===== src/source/fir_params.svh =====
`ifndef FIR_PARAMS_SVH
`define FIR_PARAMS_SVH

// delay line length
// odd so that one centre tap has no partner
`define FIR_TAPS 21

// one coefficient per tap pair plus the centre tap
`define FIR_COEFS 11

// width of samples, coefficients and every partial sum
`define FIR_DATA_W 18

// full signed product of two data words
`define FIR_PROD_W 36

// cycles from an accepted sample to its result
// delay line, products, level-2 sums, output register
`define FIR_LATENCY 4

`endif


===== src/source/fir_sample_pkg.sv =====
`include "fir_params.svh"

package fir_sample_pkg;

	// 1s17 input, 2s16 after halving
	typedef logic signed [`FIR_DATA_W-1:0] sample_t;

	// fraction-only coefficient, 0s18
	typedef logic signed [`FIR_DATA_W-1:0] coef_t;

	// full product before the middle slice is taken
	typedef logic signed [`FIR_PROD_W-1:0] prod_t;

	// whole delay line, tap 0 is the newest sample
	typedef sample_t [`FIR_TAPS-1:0] tap_vec_t;

	// pair sums handed to the multiplier stage
	typedef struct packed {
		sample_t [`FIR_COEFS-1:0] pair;
		logic                     valid;
	} folded_t;

	// coefficients of whichever bank is active
	typedef struct packed {
		coef_t [`FIR_COEFS-1:0] c;
	} coef_set_t;

endpackage


===== src/source/fir_delay_line.sv =====
`timescale 1ns/1ps
`include "fir_params.svh"

module fir_delay_line (
	input  logic                    clk,
	input  logic                    reset,
	input  fir_sample_pkg::sample_t sample_in,
	input  logic                    sample_valid,
	output fir_sample_pkg::folded_t folded
);
	import fir_sample_pkg::*;

	// halved input on its way into tap 0
	sample_t                  half_in;
	// taps now and after the shift
	tap_vec_t                 taps;
	tap_vec_t                 taps_next;
	// folded sums of the shifted taps
	sample_t [`FIR_COEFS-1:0] pair_next;
	sample_t [`FIR_COEFS-1:0] pair_q;
	logic                     pair_valid;

	// sign bit repeated so tap pairs can be added with headroom
	assign half_in = {sample_in[`FIR_DATA_W-1], sample_in[`FIR_DATA_W-1:1]};

	// newest sample enters at the bottom, oldest drops off the top
	assign taps_next = {taps[`FIR_TAPS-2:0], half_in};

	// symmetric pairs share a coefficient
	always_comb begin
		for (int i = 0; i < `FIR_COEFS - 1; i++) begin
			pair_next[i] = taps_next[i] + taps_next[`FIR_TAPS-1-i];
		end
		// centre tap has no partner
		pair_next[`FIR_COEFS-1] = taps_next[`FIR_COEFS-1];
	end

	always_ff @(posedge clk) begin
		if (reset) begin
			taps       <= '0;
			pair_valid <= 1'b0;
		end else begin
			pair_valid <= sample_valid;
			if (sample_valid) begin
				taps <= taps_next;
			end
		end
	end

	// sums only move with a sample
	always_ff @(posedge clk) begin
		if (sample_valid) begin
			pair_q <= pair_next;
		end
	end

	assign folded.pair  = pair_q;
	assign folded.valid = pair_valid;

endmodule


===== config.mk =====
export PLATFORM = sky130hd
export DESIGN_NAME = fir_delay_line
export DESIGN_NICKNAME = d
export VERILOG_FILES = /design/src/source/fir_sample_pkg.sv /design/src/source/fir_delay_line.sv
export VERILOG_INCLUDE_DIRS = /design/src /design/src/source
export SDC_FILE = /design/constraint.sdc
export NUM_CORES = 1
export LEC_CHECK = 0
export CAP_MARGIN = 0
export CORE_ASPECT_RATIO = 0.7
export CORE_MARGIN = 4
export CORE_UTILIZATION = 40
export DETAILED_ROUTE_END_ITERATION = 6
export DONT_BUFFER_PORTS = 1
export PLACE_DENSITY = 0.54
export SKIP_CTS_REPAIR_TIMING = 1
export SYNTH_ARGS = -nofsm -noshare
export SYNTH_HDL_FRONTEND = slang
export SYNTH_SLANG_ARGS = --single-unit

===== constraint.sdc =====
create_clock -name clk -period 4.85 [get_ports clk]
set_input_delay 0.485 -clock clk [delete_from_list [all_inputs] [get_ports clk]]
set_output_delay 0.485 -clock clk [all_outputs]
set_load 0.1 [all_outputs]

==> impl_metrics.csv <==
group,metric,value,unit
cts,clk_pin_slew,60,ps
detailed_routing,avgViaCountPerCell,5.322,
global_route,grt_pass1_wl,94230,um
logic_synthesis,synth.largest_area_cell,"dfxtp_1",
detailed_routing,vias,17280,
sta,fmax,0.3272,GHz
final_layout,fillers,5894,
logic_synthesis,synth_edf_count,197,
final_layout,multi_input_area,0.01237,mm^2
place,hpwl,43080,um
cts,cts_made_buffers,56,
detailed_routing,dr.pass1.iters,6,
cts,clock_latency,610,ps
status,status,"complete, but fails checks",
setup_path,reg2reg_slack,1790,ps
sta,tightest_slew,2722,ps
setup_path,timing.rr.start,"taps[306]",
detailed_routing,drc,0,
final_layout,design_area,0.02835,mm^2
logic_synthesis,syn_avg_cell_area,10.73,um^2
logic_synthesis,synth_cell_type_count,73,
place,place_inst,3138,
logic_synthesis,yosysWarnings,0,
cts,clk_path_buf_depth,3,
logic_synthesis,synth_area,0.02578,mm^2
logic_synthesis,yosysMostFrequentCell,"nor2_1",
setup_path,cp-end-kind,"register",
logic_synthesis,ys.flop_type,"dfxtp_1",
power,power_density,349.8,mW/mm^2
floorplan,coreArea,0.06349,mm^2
setup_path,slowest_delay,530,ps
place,numPortBuffers,0,
global_route,grt_pass1_vias,16098,
sta,skew,26.42,ps
logic_synthesis,ys_seq_area_share,49.42,%
status,violations,"max-slew violations",
place,gp_congestion,0.8967,
global_route,grt_overflow,0,
sta,slew_headroom,-81.50,%
logic_synthesis,synth-seq-cells,538,
final_layout,area_growth,9.943,%
min_path,min_from,"sample_in[5]",
setup_path,cp-start-kind,"register",
setup_path,critical_path.top_delay_family,"compound AO/OA/AOI/OAI gates",
final_layout,drive_gt1_share,4.468,%
final_layout,finalNonFillerCells,3247,
cts,htreeDepth,2,
setup_path,critical_path_required,5220,ps
detailed_routing,ant_nets,0,
power,max-vdd-ir-drop,0.2802,mV
sta,holdWs,41.66,ps
place,placedInstanceArea,0.02645,mm^2
floorplan,die_w,311.5,um
sta,min_period,3056,ps
logic_synthesis,syn-num-nets,2603,
detailed_routing,drt_iter0_markers,1384,
final_layout,regArea,0.01274,mm^2
global_route,grt_antenna_before_repair,0,
sta,hold_viol_final,0,
setup_path,crit_start,"taps[306]",
logic_synthesis,ys_top_cells_by_area,"dfxtp_1, edfxtp_1, mux2i_1, ha_1, nor2_1",
logic_synthesis,synth_common_cells,"nor2_1, dfxtp_1, mux2i_1, edfxtp_1, ha_1",
floorplan,num_io_pins,220,
sta,period_share,63.01,%
floorplan,die_height,220.4,um
final_layout,layout.nets,2570,
sta,rsz0062_at_grt,"false",
floorplan,initial_core_util,40.61,%
sta,slew_violations,275,
sta,tns,0,ps
logic_synthesis,synthCells,2402,
setup_path,crit_path_top_delay_cell,"o21ai_0",
sta,setup_violations,0,
run,drv_cap,0,
global_route,grt_max_degree,539,
detailed_routing,routed_wl,62380,um
floorplan,die_area,0.06865,mm^2
setup_path,worst-path-buf-inv,1,
floorplan,core.rowCount,77,
power,p_leak,12.56,nW
setup_path,path_max_fanout,3,
min_path,hp-class,"in2reg",
setup_path,arrival,3430,ps
cts,cts_tree,"built",
setup_path,worst_path_most_repeated_cell,"o21ai_0",
setup_path,criticalPathCategory,"reg2reg",
setup_path,path_cells,"ha_1 > inv_1 > fa_1 > nor2b_1 > o21ai_0 > a21boi_1 > o221ai_1 > o21ai_0 > nand4_1 > o311ai_1",
power,power,9.916,mW
global_route,grt_use_total,17.32,%
cts,cts_sinks,538,
logic_synthesis,async_reset_ff_share,0,%
detailed_routing,wire_per_inst,19.21,um
logic_synthesis,synth_top_area_share,26.48,%
cts,cts_root_buf,"clkbuf_16",
[state kept, by name (all words and copies together), names as in the netlist]
signal	count
taps	323
pair_valid	1
pair_next	17
folded	197
[per-stage QoR]
stage                     utilization, %  setup WS [ps]
after CTS                          44.60           1883
after global placement             41.66           1979
after floorplan                        -           2391
after global routing               44.64           1626
after detailed placement           41.66           1887
final                              44.65           1794
[final timing paths]
| kind | depth (start not counted) | to |
|---|---|---|
| worst max-delay path | 10 | folded[51] |
| worst min-delay path | 2 | taps[4] |
| worst max register to register | 10 | folded[51] |
| worst min register to register | 0 | folded[185] |
[worst reg2reg max path: cells and delay by family (launching register included)]
family	cells	cell delay, ps
compound gates	5	1540
fa+ha+maj	2	580
buf+inv	1	60
flops	1	360
simple gates	2	300
[cell families after synthesis]
logic type | synth area share, %
multiplexers | 13.20
AO/OA/AOI/OAI | 10.42
buffers and inverters | 2.587
XOR/XNOR | 4.552
adder cells (fa/ha/maj) | 9.026
flip-flops | 49.42
AND/OR/NAND/NOR | 10.80
[cell type report]
type | count | area share (%)
Antenna cell | 1 | 0.008828
Clock buffer | 73 | 5.570
Clock inverter | 33 | 1.002
Inverter | 72 | 0.9534
Multi-Input combinational cell | 1698 | 43.65
Sequential cell | 538 | 44.95
Tap cell | 829 | 3.659
Timing Repair Buffer | 3 | 0.2030
[placed cells by master (no fill, tap or decap), types with 8 or more instances in the layout]
master	netlist	layout
clkbuf_1	58	9
ha_1	170	170
nand2_1	75	75
mux2i_1	340	340
and3_1	11	11
xnor2_1	93	93
clkinv_1	0	11
dfxtp_1	341	341
nor3_1	18	18
nand4_1	10	10
o21bai_1	9	9
xor2_1	41	41
a211oi_1	8	8
o21a_1	35	35
a31oi_1	10	10
clkinv_2	0	15
fa_1	10	10
o21ai_1	18	18
a21oi_1	110	110
nand3_1	25	25
edfxtp_1	197	197
inv_1	72	72
nor2b_1	33	33
nor2_1	419	419
nand2b_1	18	18
a21o_1	63	63
clkbuf_16	0	59
o21ai_0	58	58
[report_power, final]
group	internal [mW]	leakage [nW]	switching (mW)
registers	4.78	4.77	0.592
clock network	2.55	0.929	1.80
logic	0.127	6.86	0.0704
[routing by layer]
metal | vias up | part of all wire, % | track usage (%) | wire [um]
met2 | 391 | 40 | 24.18 | 25080
met5 | - | 0 | 0 | 0
met3 | 64 | 6.3 | 3.820 | 3919
met4 | 0 | 1.6 | 3.805 | 971
met1 | 8295 | 52 | 27.05 | 32400
li1 | 8530 | - | - | -
Note: power is estimated with default switching activity, not from simulation.
