**src/source/fir_params.svh**
```systemverilog
`ifndef FIR_PARAMS_SVH
`define FIR_PARAMS_SVH

// delay line length
// odd so that one centre tap has no partner
`define FIR_TAPS 21

// one coefficient per tap pair plus the centre tap
`define FIR_COEFS 11

// width of samples, coefficients and every partial sum
`define FIR_DATA_W 18

// full signed product of two data words
`define FIR_PROD_W 36

// cycles from an accepted sample to its result
// delay line, products, level-2 sums, output register
`define FIR_LATENCY 4

`endif

```
**src/source/fir_cfg_pkg.sv**
```systemverilog
`include "fir_params.svh"

package fir_cfg_pkg;

	// bit 31 tells the two word formats apart
	localparam logic CFG_TAG_MODE  = 1'b0;
	localparam logic CFG_TAG_WRITE = 1'b1;

	// bank numbering for writes and for the active select
	localparam logic BANK_A = 1'b0;
	localparam logic BANK_B = 1'b1;

	// coefficient write
	// loads one entry of either bank, active or not
	typedef struct packed {
		logic                          tag;
		logic                          bank;
		logic [3:0]                    index;
		logic [7:0]                    unused;
		logic signed [`FIR_DATA_W-1:0] value;
	} cfg_write_t;

	// mode word, picks the bank feeding the multipliers
	typedef struct packed {
		logic        tag;
		logic        bank_sel;
		logic [29:0] unused;
	} cfg_mode_t;

	// same 32 bits, read through whichever view the tag names
	typedef union packed {
		cfg_write_t wr;
		cfg_mode_t  mode;
	} cfg_word_u;

endpackage

```
**src/source/fir_sample_pkg.sv**
```systemverilog
`include "fir_params.svh"

package fir_sample_pkg;

	// 1s17 input, 2s16 after halving
	typedef logic signed [`FIR_DATA_W-1:0] sample_t;

	// fraction-only coefficient, 0s18
	typedef logic signed [`FIR_DATA_W-1:0] coef_t;

	// full product before the middle slice is taken
	typedef logic signed [`FIR_PROD_W-1:0] prod_t;

	// whole delay line, tap 0 is the newest sample
	typedef sample_t [`FIR_TAPS-1:0] tap_vec_t;

	// pair sums handed to the multiplier stage
	typedef struct packed {
		sample_t [`FIR_COEFS-1:0] pair;
		logic                     valid;
	} folded_t;

	// coefficients of whichever bank is active
	typedef struct packed {
		coef_t [`FIR_COEFS-1:0] c;
	} coef_set_t;

endpackage

```
**src/source/fir_coef_bank.sv**
```systemverilog
`timescale 1ns/1ps
`include "fir_params.svh"

module fir_coef_bank (
	input  logic                      clk,
	input  logic                      reset,
	input  fir_cfg_pkg::cfg_word_u    cfg_word,
	input  logic                      cfg_valid,
	output fir_sample_pkg::coef_set_t coefs
);
	import fir_sample_pkg::*;
	import fir_cfg_pkg::*;

	// first coefficient set, outer taps first
	localparam coef_t SET_A [`FIR_COEFS] = '{
		18'sd4090, 18'sd5895, 18'sd3323, -18'sd3446,
		-18'sd10669, -18'sd12449, -18'sd4025, 18'sd14901,
		18'sd38953, 18'sd59085, 18'sd66925
	};

	// second set, the one in use after reset
	localparam coef_t SET_B [`FIR_COEFS] = '{
		18'sd2817, 18'sd4060, 18'sd2289, -18'sd2373,
		-18'sd7348, -18'sd8574, -18'sd2772, 18'sd10263,
		18'sd26830, 18'sd40696, 18'sd46096
	};

	// both banks, indexed by bank number then coefficient
	coef_t bank [2][`FIR_COEFS];
	logic  active_bank;
	// decoded strobes, one per word format
	logic  write_hit;
	logic  mode_hit;

	assign write_hit = cfg_valid && (cfg_word.wr.tag == CFG_TAG_WRITE);
	assign mode_hit  = cfg_valid && (cfg_word.mode.tag == CFG_TAG_MODE);

	always_ff @(posedge clk) begin
		if (reset) begin
			for (int i = 0; i < `FIR_COEFS; i++) begin
				bank[BANK_A][i] <= SET_A[i];
				bank[BANK_B][i] <= SET_B[i];
			end
			active_bank <= BANK_B;
		end else if (write_hit) begin
			// stray indices are dropped
			if (cfg_word.wr.index < `FIR_COEFS) begin
				bank[cfg_word.wr.bank][cfg_word.wr.index] <= cfg_word.wr.value;
			end
		end else if (mode_hit) begin
			active_bank <= cfg_word.mode.bank_sel;
		end
	end

	// active bank straight to the multipliers
	always_comb begin
		for (int i = 0; i < `FIR_COEFS; i++) begin
			coefs.c[i] = bank[active_bank][i];
		end
	end

	// only indices 0 to 10 exist in either bank
	cfg_index_in_range: assert property (
		@(posedge clk) disable iff (reset)
		write_hit |-> (cfg_word.wr.index < `FIR_COEFS)
	) else $error("coefficient write to index %0d", cfg_word.wr.index);

endmodule

```
**config.mk**
```make
export PLATFORM = sky130hd
export DESIGN_NAME = fir_coef_bank
export DESIGN_NICKNAME = d
export VERILOG_FILES = /design/src/source/fir_cfg_pkg.sv /design/src/source/fir_sample_pkg.sv /design/src/source/fir_coef_bank.sv
export VERILOG_INCLUDE_DIRS = /design/src /design/src/source
export SDC_FILE = /design/constraint.sdc
export NUM_CORES = 1
export LEC_CHECK = 0
export ABC_AREA = 1
export BUFFER_PORTS_ARGS = -buffer_cell sky130_fd_sc_hd__buf_4
export CAP_MARGIN = 30
export CORE_ASPECT_RATIO = 1.2
export CORE_UTILIZATION = 40
export CTS_CLUSTER_DIAMETER = 120
export DETAILED_ROUTE_END_ITERATION = 6
export GPL_TIMING_DRIVEN = 0
export PLACE_DENSITY = 0.68
export SYNTH_ARGS = -nofsm -noshare
export SYNTH_HDL_FRONTEND = slang
export SYNTH_SLANG_ARGS = --single-unit
```
**constraint.sdc**
```tcl
create_clock -name clk -period 1.9 [get_ports clk]
set_input_delay 0.38 -clock clk [delete_from_list [all_inputs] [get_ports clk]]
set_output_delay 0.38 -clock clk [all_outputs]
set_load 0.02 [all_outputs]
```
==> run summary, run 1 <==
* Worst IR Drop VDD: 0.521 mV
* clock net sink count: 398
* post-detailed-placement half-perimeter wirelength: 37700 um
* main area contributors after synthesis: sky130_fd_sc_hd__edfxtp_1, sky130_fd_sc_hd__mux2_2, sky130_fd_sc_hd__nand4_1, sky130_fd_sc_hd__nor2_1, sky130_fd_sc_hd__clkbuf_1
* number of slew-limit violations in the final report: 0
* kind of capture point of the worst setup path: output pin
* fraction of final layout cells with drive strength greater than 1: 0.395
* Cells after Synth: 1219
* library cell occupying the most area in the post-synthesis netlist: sky130_fd_sc_hd__edfxtp_1
* final critical-path setup slack: -0.384 ns
* GRT overflow: 0
* design area: 22800 sq um
* Synth Area per Inst: 14.1 sq um
* Final Hold Vio Count: 0
* Antenna Nets Post-Route: 0
* maximum number of pins on one net before global-route repair: 19
* Mapped Nets: 1254
* sequential area share after synthesis: 0.694
* dominant delay contributor by cell family on the critical path: buffers and inverters
* slew at the pin closest to its max-slew limit: 1.11 ns
* clk_lat worst skew: 0.54 ns
* Placeable Area: 42100 sq um
* buffer and inverter count on the worst path: 4
* worst-path maximum fanout: 7
* relative slew slack: 0.262
* IO Port Bufs: 224
* unique cell type count in the Yosys netlist: 19
* TritonCTS clock tree: yes
* CTS root buf: sky130_fd_sc_hd__clkbuf_16
* highest attainable clock frequency: 438 MHz
* shortest period the worst path allows: 2.28 ns
* required time at the worst-slack endpoint: 1.52 ns
* post-layout power: 21.2 mW
* Worst Setup Start Kind: flip-flop
* worst r2r src: active_bank
* Starting DRT DRC Count: 1440
* total clock buffers created by CTS: 40
* Post-layout nets: 1555
* x dimension of the die: 191 um
* critical path's largest stage delay: 0.37 ns
* Initial Utilization: 0.408
* netlist area before placement: 17200 sq um
* vias in the first global route: 11600
* Power Density: 930 nW/um^2
* global-route usage over all layers: 0.250
* max capacitance violation total: 0
* detailed-route wire length per cell: 27.5 um
* final core utilization: 0.543
* clock transition at the registers of the reported paths: 0.06 ns
* layout overhead on the synthesized area: 32.9%
* Critical Path Slowest Stage Cell: sky130_fd_sc_hd__dfxtp_4
* endpoint of the most critical setup path: coefs[104]
* period utilization: 1.20
* clock tree skew after final layout: 0.000278 ns
* register-to-register setup slack: 1.27 ns
* cell with the most instances on the worst path: sky130_fd_sc_hd__clkbuf_16
* total placed instance area: 19700 sq um
* final-report setup violation count: 198
* Site Rows: 82
* most common cell after layout, fill and taps aside: sky130_fd_sc_hd__edfxtp_1
* kind of critical path: reg2out
* status: complete, but fails checks
* number of antenna violations at the first check in global routing: 0
* DRC viols: 0
* Max Buffers Root-to-Sink: 3
* number of warnings printed during yosys synthesis: 0
* failing checks: setup timing
* crit-path cells: buf_12, clkbuf_16, clkbuf_16, mux2_4, buf_6
* global-route wire length before repair: 77900 um
* top library cells by usage in the layout, fill and taps aside: sky130_fd_sc_hd__edfxtp_1, sky130_fd_sc_hd__nor2_1, sky130_fd_sc_hd__nand4_1, sky130_fd_sc_hd__mux2_4, sky130_fd_sc_hd__buf_6
* sum of routed wire length over all layers: 57700 um
* Stages on worst setup path: 5
* mean number of vias per cell: 5.85
* top cell type's share of synthesized area: 0.692
* area enclosed by the die boundary: 43800 sq um
* ports placed on the boundary: 233
* Die Height: 229 um
* H-tree lvl count: 2
* count of vias placed by the detailed router: 12300
* number of cells on the worst reg-to-reg path: 2
* routability congestion estimate: 0.887
* Pre-antenna DRT Iters: 6
* number of synthesized register bits: 398
* Antenna Diode Count: 0
* worst min-delay path category: in2reg
* Arr. time, crit path: 1.90 ns
* setup repair after global routing missed its margin: yes
* leakage power summed over all cells: 8.88 nW
[sequential cells by signal, indices dropped and copies added, names as in the netlist, named ones only]
register     flops
active_bank      1
bank           396
[synth_stat cells]
cell type,n
sky130_fd_sc_hd__buf_2,50
sky130_fd_sc_hd__buf_4,2
sky130_fd_sc_hd__nand3_1,7
sky130_fd_sc_hd__edfxtp_1,396
sky130_fd_sc_hd__o21ai_0,1
sky130_fd_sc_hd__inv_2,5
sky130_fd_sc_hd__a21oi_2,1
sky130_fd_sc_hd__nor2_1,204
sky130_fd_sc_hd__clkbuf_1,69
sky130_fd_sc_hd__buf_1,5
sky130_fd_sc_hd__nor2_4,6
sky130_fd_sc_hd__nand4_1,180
sky130_fd_sc_hd__inv_1,23
sky130_fd_sc_hd__nor2_2,3
sky130_fd_sc_hd__mux2_2,198
sky130_fd_sc_hd__nand2_2,3
sky130_fd_sc_hd__nand4_2,10
sky130_fd_sc_hd__dfxtp_1,2
sky130_fd_sc_hd__nand2_1,54
[metrics by stage]
stage / std cells / hold WS (ns) / setup TNS (ns) / setup WS, ns
floorplan: 1219 / 0.459 / 0 / 0.0107
global placement: 1989 / 0.477 / -302.44 / -0.787
detailed placement: 1995 / 0.494 / -316.41 / -0.811
CTS: 2068 / 0.135 / -69.24 / -0.406
global route: 2094 / 0.180 / -69.04 / -0.411
finish: 2094 / 0.152 / -63.58 / -0.384
[worst min-delay path, cell delays in order]
cell                      delay (ns)
sky130_fd_sc_hd__buf_4          0.09
sky130_fd_sc_hd__o21ai_0        0.11
sky130_fd_sc_hd__nand3_1        0.08
[how the worst min path moves through the flow]
stage,startpoint,endpoint,cells past startpoint
6_report,cfg_word[31],active_bank,3
2_1_floorplan,active_bank,flip-flop,2
3_3_place_gp,active_bank,flip-flop,2
4_1_cts,cfg_word[31],active_bank,3
5_1_grt,cfg_word[31],flip-flop,3
3_5_place_dp,active_bank,active_bank,2
[final cells by class]
class / count / area (sq um)
Multi-Input combinational cell: 667 / 5260
Timing Repair Buffer: 259 / 2760
Sequential cell: 398 / 11900
Fill cell: 3411 / 19200
Clock buffer: 57 / 1090
Clock inverter: 13 / 144
Buffer: 126 / 868
Tap cell: 546 / 683
Inverter: 28 / 105
[cells by family after synthesis]
group / synth area share
AO/OA/AOI/OAI: 0.000801
multiplexers: 0.130
buffers and inverters: 0.0377
flip-flops: 0.694
AND/OR/NAND/NOR: 0.137
[what timing repair did]
item | CTS | global route
hold buffers | 0 | 0
gates resized for setup | 160 | 226
setup endpoints to repair | 360 | 414
pin swaps | 1 | 0
cloned | 2 | 16
setup buffers | 1 | 6
[layer usage]
layer	wire length [um]	vias to the layer above	global-route usage	part of all wire
met5	0	-	0	0
met4	2360	0	0.0987	0.041
met3	7090	141	0.0613	0.12
met2	27500	903	0.397	0.48
met1	20800	6057	0.328	0.36
li1	-	5149	-	-
[power by group]
part           total [mW]  internal, mW  switching [mW]
Clock                7.69          4.39            3.30
Combinational        3.33          1.45            1.88
Sequential           10.2          10.1           0.135
Power figures use the tool's default switching activity.
==> run 2: changes to the inputs <==
CORE_UTILIZATION = 25   (was 40)
PLACE_DENSITY = 0.5   (was 0.68)
SKIP_CTS_REPAIR_TIMING = 1   (was unset)
==> run 2 against run 1 <==
  * The run still ends with setup timing left
  * Flip-flop and latch count unchanged
  * Critical path type unchanged
  * Utilization decreased by 20 points
  * Combinational power grew 2%
  * Clock power increased by 5.6%
  * Largest cell class unchanged
==> run summary, run 2 (synthesized netlist as in run 1, its figures left out) <==
* design area: 23400 sq um, was 22800 sq um
* cell with the most instances on the worst path: sky130_fd_sc_hd__clkbuf_16, unchanged
* mean number of vias per cell: 4.87, was 5.85
* required time at the worst-slack endpoint: 1.52 ns, about the same
* top library cells by usage in the layout, fill and taps aside: sky130_fd_sc_hd__edfxtp_1, sky130_fd_sc_hd__nor2_1, sky130_fd_sc_hd__nand4_1, sky130_fd_sc_hd__mux2_4, sky130_fd_sc_hd__buf_4, was sky130_fd_sc_hd__edfxtp_1, sky130_fd_sc_hd__nor2_1, sky130_fd_sc_hd__nand4_1, sky130_fd_sc_hd__mux2_4, sky130_fd_sc_hd__buf_6
* Starting DRT DRC Count: 1370, was 1440
* register-to-register setup slack: 1.28 ns, was 1.27 ns
* post-layout power: 21.7 mW, was 21.2 mW
* most congested layer reported by global routing: met2, unchanged
* Antenna Nets Post-Route: 0, unchanged
* grt met1 use: 0.238, was 0.328
* worst-path maximum fanout: 6, was 7
* dominant delay contributor by cell family on the critical path: buffers and inverters, unchanged
* final critical-path setup slack: -0.426 ns, was -0.384 ns
* Clock power frac: 0.373, was 0.362
* Worst IR Drop VDD: 0.550 mV, was 0.521 mV
* count of vias placed by the detailed router: 12000, was 12300
* Top reg by flops: bank, unchanged
* WHS: 0.126 ns, was 0.152 ns
* clock transition at the registers of the reported paths: 0.06 ns, about the same
* leakage power summed over all cells: 8.92 nW, was 8.88 nW
* most common cell after layout, fill and taps aside: sky130_fd_sc_hd__edfxtp_1, unchanged
* net switching fraction of the power: 0.259, was 0.250
* Post-layout nets: 1570, was 1555
* shortest period the worst path allows: 2.33 ns, was 2.28 ns
* Max Buffers Root-to-Sink: 3, unchanged
* cell internal pwr: 16.1 mW, was 15.9 mW
* Power Density: 930 nW/um^2, about the same
* worst min-delay path category: in2reg, unchanged
* sum of routed wire length over all layers: 66000 um, was 57700 um
* Worst Setup Start Kind: flip-flop, unchanged
* total placed instance area: 20300 sq um, was 19700 sq um
* number of slew-limit violations in the final report: 0, unchanged
* Initial Utilization: 0.254, was 0.408
* area enclosed by the die boundary: 69800 sq um, was 43800 sq um
* layout overhead on the synthesized area: 36.1%, was 32.9%
* Site Rows: 104, was 82
* Pre-antenna DRT Iters: 6, unchanged
* slew at the pin closest to its max-slew limit: 1.12 ns, was 1.11 ns
* part of the power in registers: 0.470, was 0.481
* Placeable Area: 67500 sq um, was 42100 sq um
* maximum number of pins on one net before global-route repair: 19, unchanged
* global-route wire length before repair: 87800 um, was 77900 um
* status: complete, but fails checks, unchanged
* combinational power share: 0.157, about the same
* Die Height: 289 um, was 229 um
* buffer and inverter count on the worst path: 4, unchanged
* max reg flops: 396, unchanged
* Arr. time, crit path: 1.95 ns, was 1.90 ns
* period utilization: 1.22, was 1.20
* IO Port Bufs: 224, unchanged
* total clock buffers created by CTS: 44, was 40
* critical path's largest stage delay: 0.37 ns, about the same
* max capacitance violation total: 0, unchanged
* final-report setup violation count: 198, unchanged
* crit-path cells: buf_12, clkbuf_16, clkbuf_16, mux2_4, buf_6, unchanged
* ports placed on the boundary: 233, unchanged
* vias in the first global route: 11700, was 11600
* global routing usage on met3: 0.0297, was 0.0613
* number of antenna violations at the first check in global routing: 0, unchanged
* met2 Use GR: 0.304, was 0.397
* switching component of the power: 5.63 mW, was 5.31 mW
* x dimension of the die: 241 um, was 191 um
* largest registers: bank (396), active_bank (1), unchanged
* CTS root buf: sky130_fd_sc_hd__clkbuf_16, unchanged
* H-tree lvl count: 2, unchanged
* GRT overflow: 0, unchanged
* fraction of final layout cells with drive strength greater than 1: 0.401, was 0.395
* highest attainable clock frequency: 430 MHz, was 438 MHz
* clk_lat worst skew: 0.57 ns, was 0.54 ns
* global-route usage over all layers: 0.182, was 0.250
* TritonCTS clock tree: yes, unchanged
* clock tree skew after final layout: 0.0000213 ns, was 0.000278 ns
* detailed-route wire length per cell: 26.7 um, was 27.5 um
* kind of critical path: reg2out, unchanged
* clock net sink count: 398, unchanged
* Final Hold Vio Count: 0, unchanged
* kind of capture point of the worst setup path: output pin, unchanged
* Critical Path Slowest Stage Cell: sky130_fd_sc_hd__dfxtp_4, unchanged
* failing checks: setup timing, unchanged
* DRC viols: 0, unchanged
* post-detailed-placement half-perimeter wirelength: 46700 um, was 37700 um
* routability congestion estimate: 0.854, was 0.887
* setup repair after global routing missed its margin: yes, unchanged
* relative slew slack: 0.254, was 0.262
[run 2: cell count changes in the layout (fill, tap and decap cells not counted), moves of 2 or more]
cell / change
sky130_fd_sc_hd__clkbuf_2: +2
sky130_fd_sc_hd__mux2_4: -9
sky130_fd_sc_hd__buf_8: +8
sky130_fd_sc_hd__mux2_2: +9
sky130_fd_sc_hd__bufinv_16: -2
sky130_fd_sc_hd__buf_6: -13
sky130_fd_sc_hd__clkinv_1: +5
sky130_fd_sc_hd__nand2_4: -2
sky130_fd_sc_hd__nand2_2: +2
sky130_fd_sc_hd__buf_4: +19
sky130_fd_sc_hd__clkinv_2: +2
sky130_fd_sc_hd__clkbuf_8: +2
sky130_fd_sc_hd__buf_12: -2
[run 2: routing by layer]
metal | share of wire | vias to the layer above
met3 | 0.071 | 85
met5 | 0 | -
met4 | 0.031 | 0
li1 | - | 5204
met1 | 0.41 | 6194
met2 | 0.49 | 563
[run 2: worst reg2reg max path, stage by stage, from the launching register on]
cell	delay [ns]
sky130_fd_sc_hd__dfxtp_1	0.29
sky130_fd_sc_hd__o21ai_0	0.09
sky130_fd_sc_hd__nand3_1	0.10
[run 2: final timing paths]
check,start,to,depth (start not counted)
max,flip-flop,coefs[72],5
min,cfg_word[31],active_bank,3
max reg2reg,active_bank,flip-flop,2
min reg2reg,active_bank,active_bank,2
[run 2: layout make-up]
type	instances	area [sq um]
multi-input cells	667	5210
diodes	1	2.50
inverters	28	105
clock inverters	18	113
fillers	6586	44200
well taps	901	1130
plain buffers	126	845
flip-flops and latches	398	11900
clock buffers	64	1220
repair buffers	270	2820
[run 2: power by group through the flow]
stage | Clock [mW] | Combinational, mW | Sequential [mW]
floorplan | 0 | 1.44 | 10.3
global placement | 0 | 2.77 | 10.4
detailed placement | 0 | 2.85 | 10.4
CTS | 8.21 | 2.86 | 10.2
global route | 8.52 | 3.53 | 10.3
finish | 8.12 | 3.41 | 10.2
[run 2: stage by stage]
stage	setup TNS [ns]	std cells	util	setup slack, ns
6_report	-69.47	2473	0.346	-0.426
5_1_grt	-77.70	2472	0.346	-0.455
4_1_cts	-209.84	2447	0.321	-1.37
3_5_place_dp	-352.36	2365	0.301	-0.807
3_3_place_gp	-377.83	2344	0.297	-0.887
2_1_floorplan	0	1219	-	0.0107
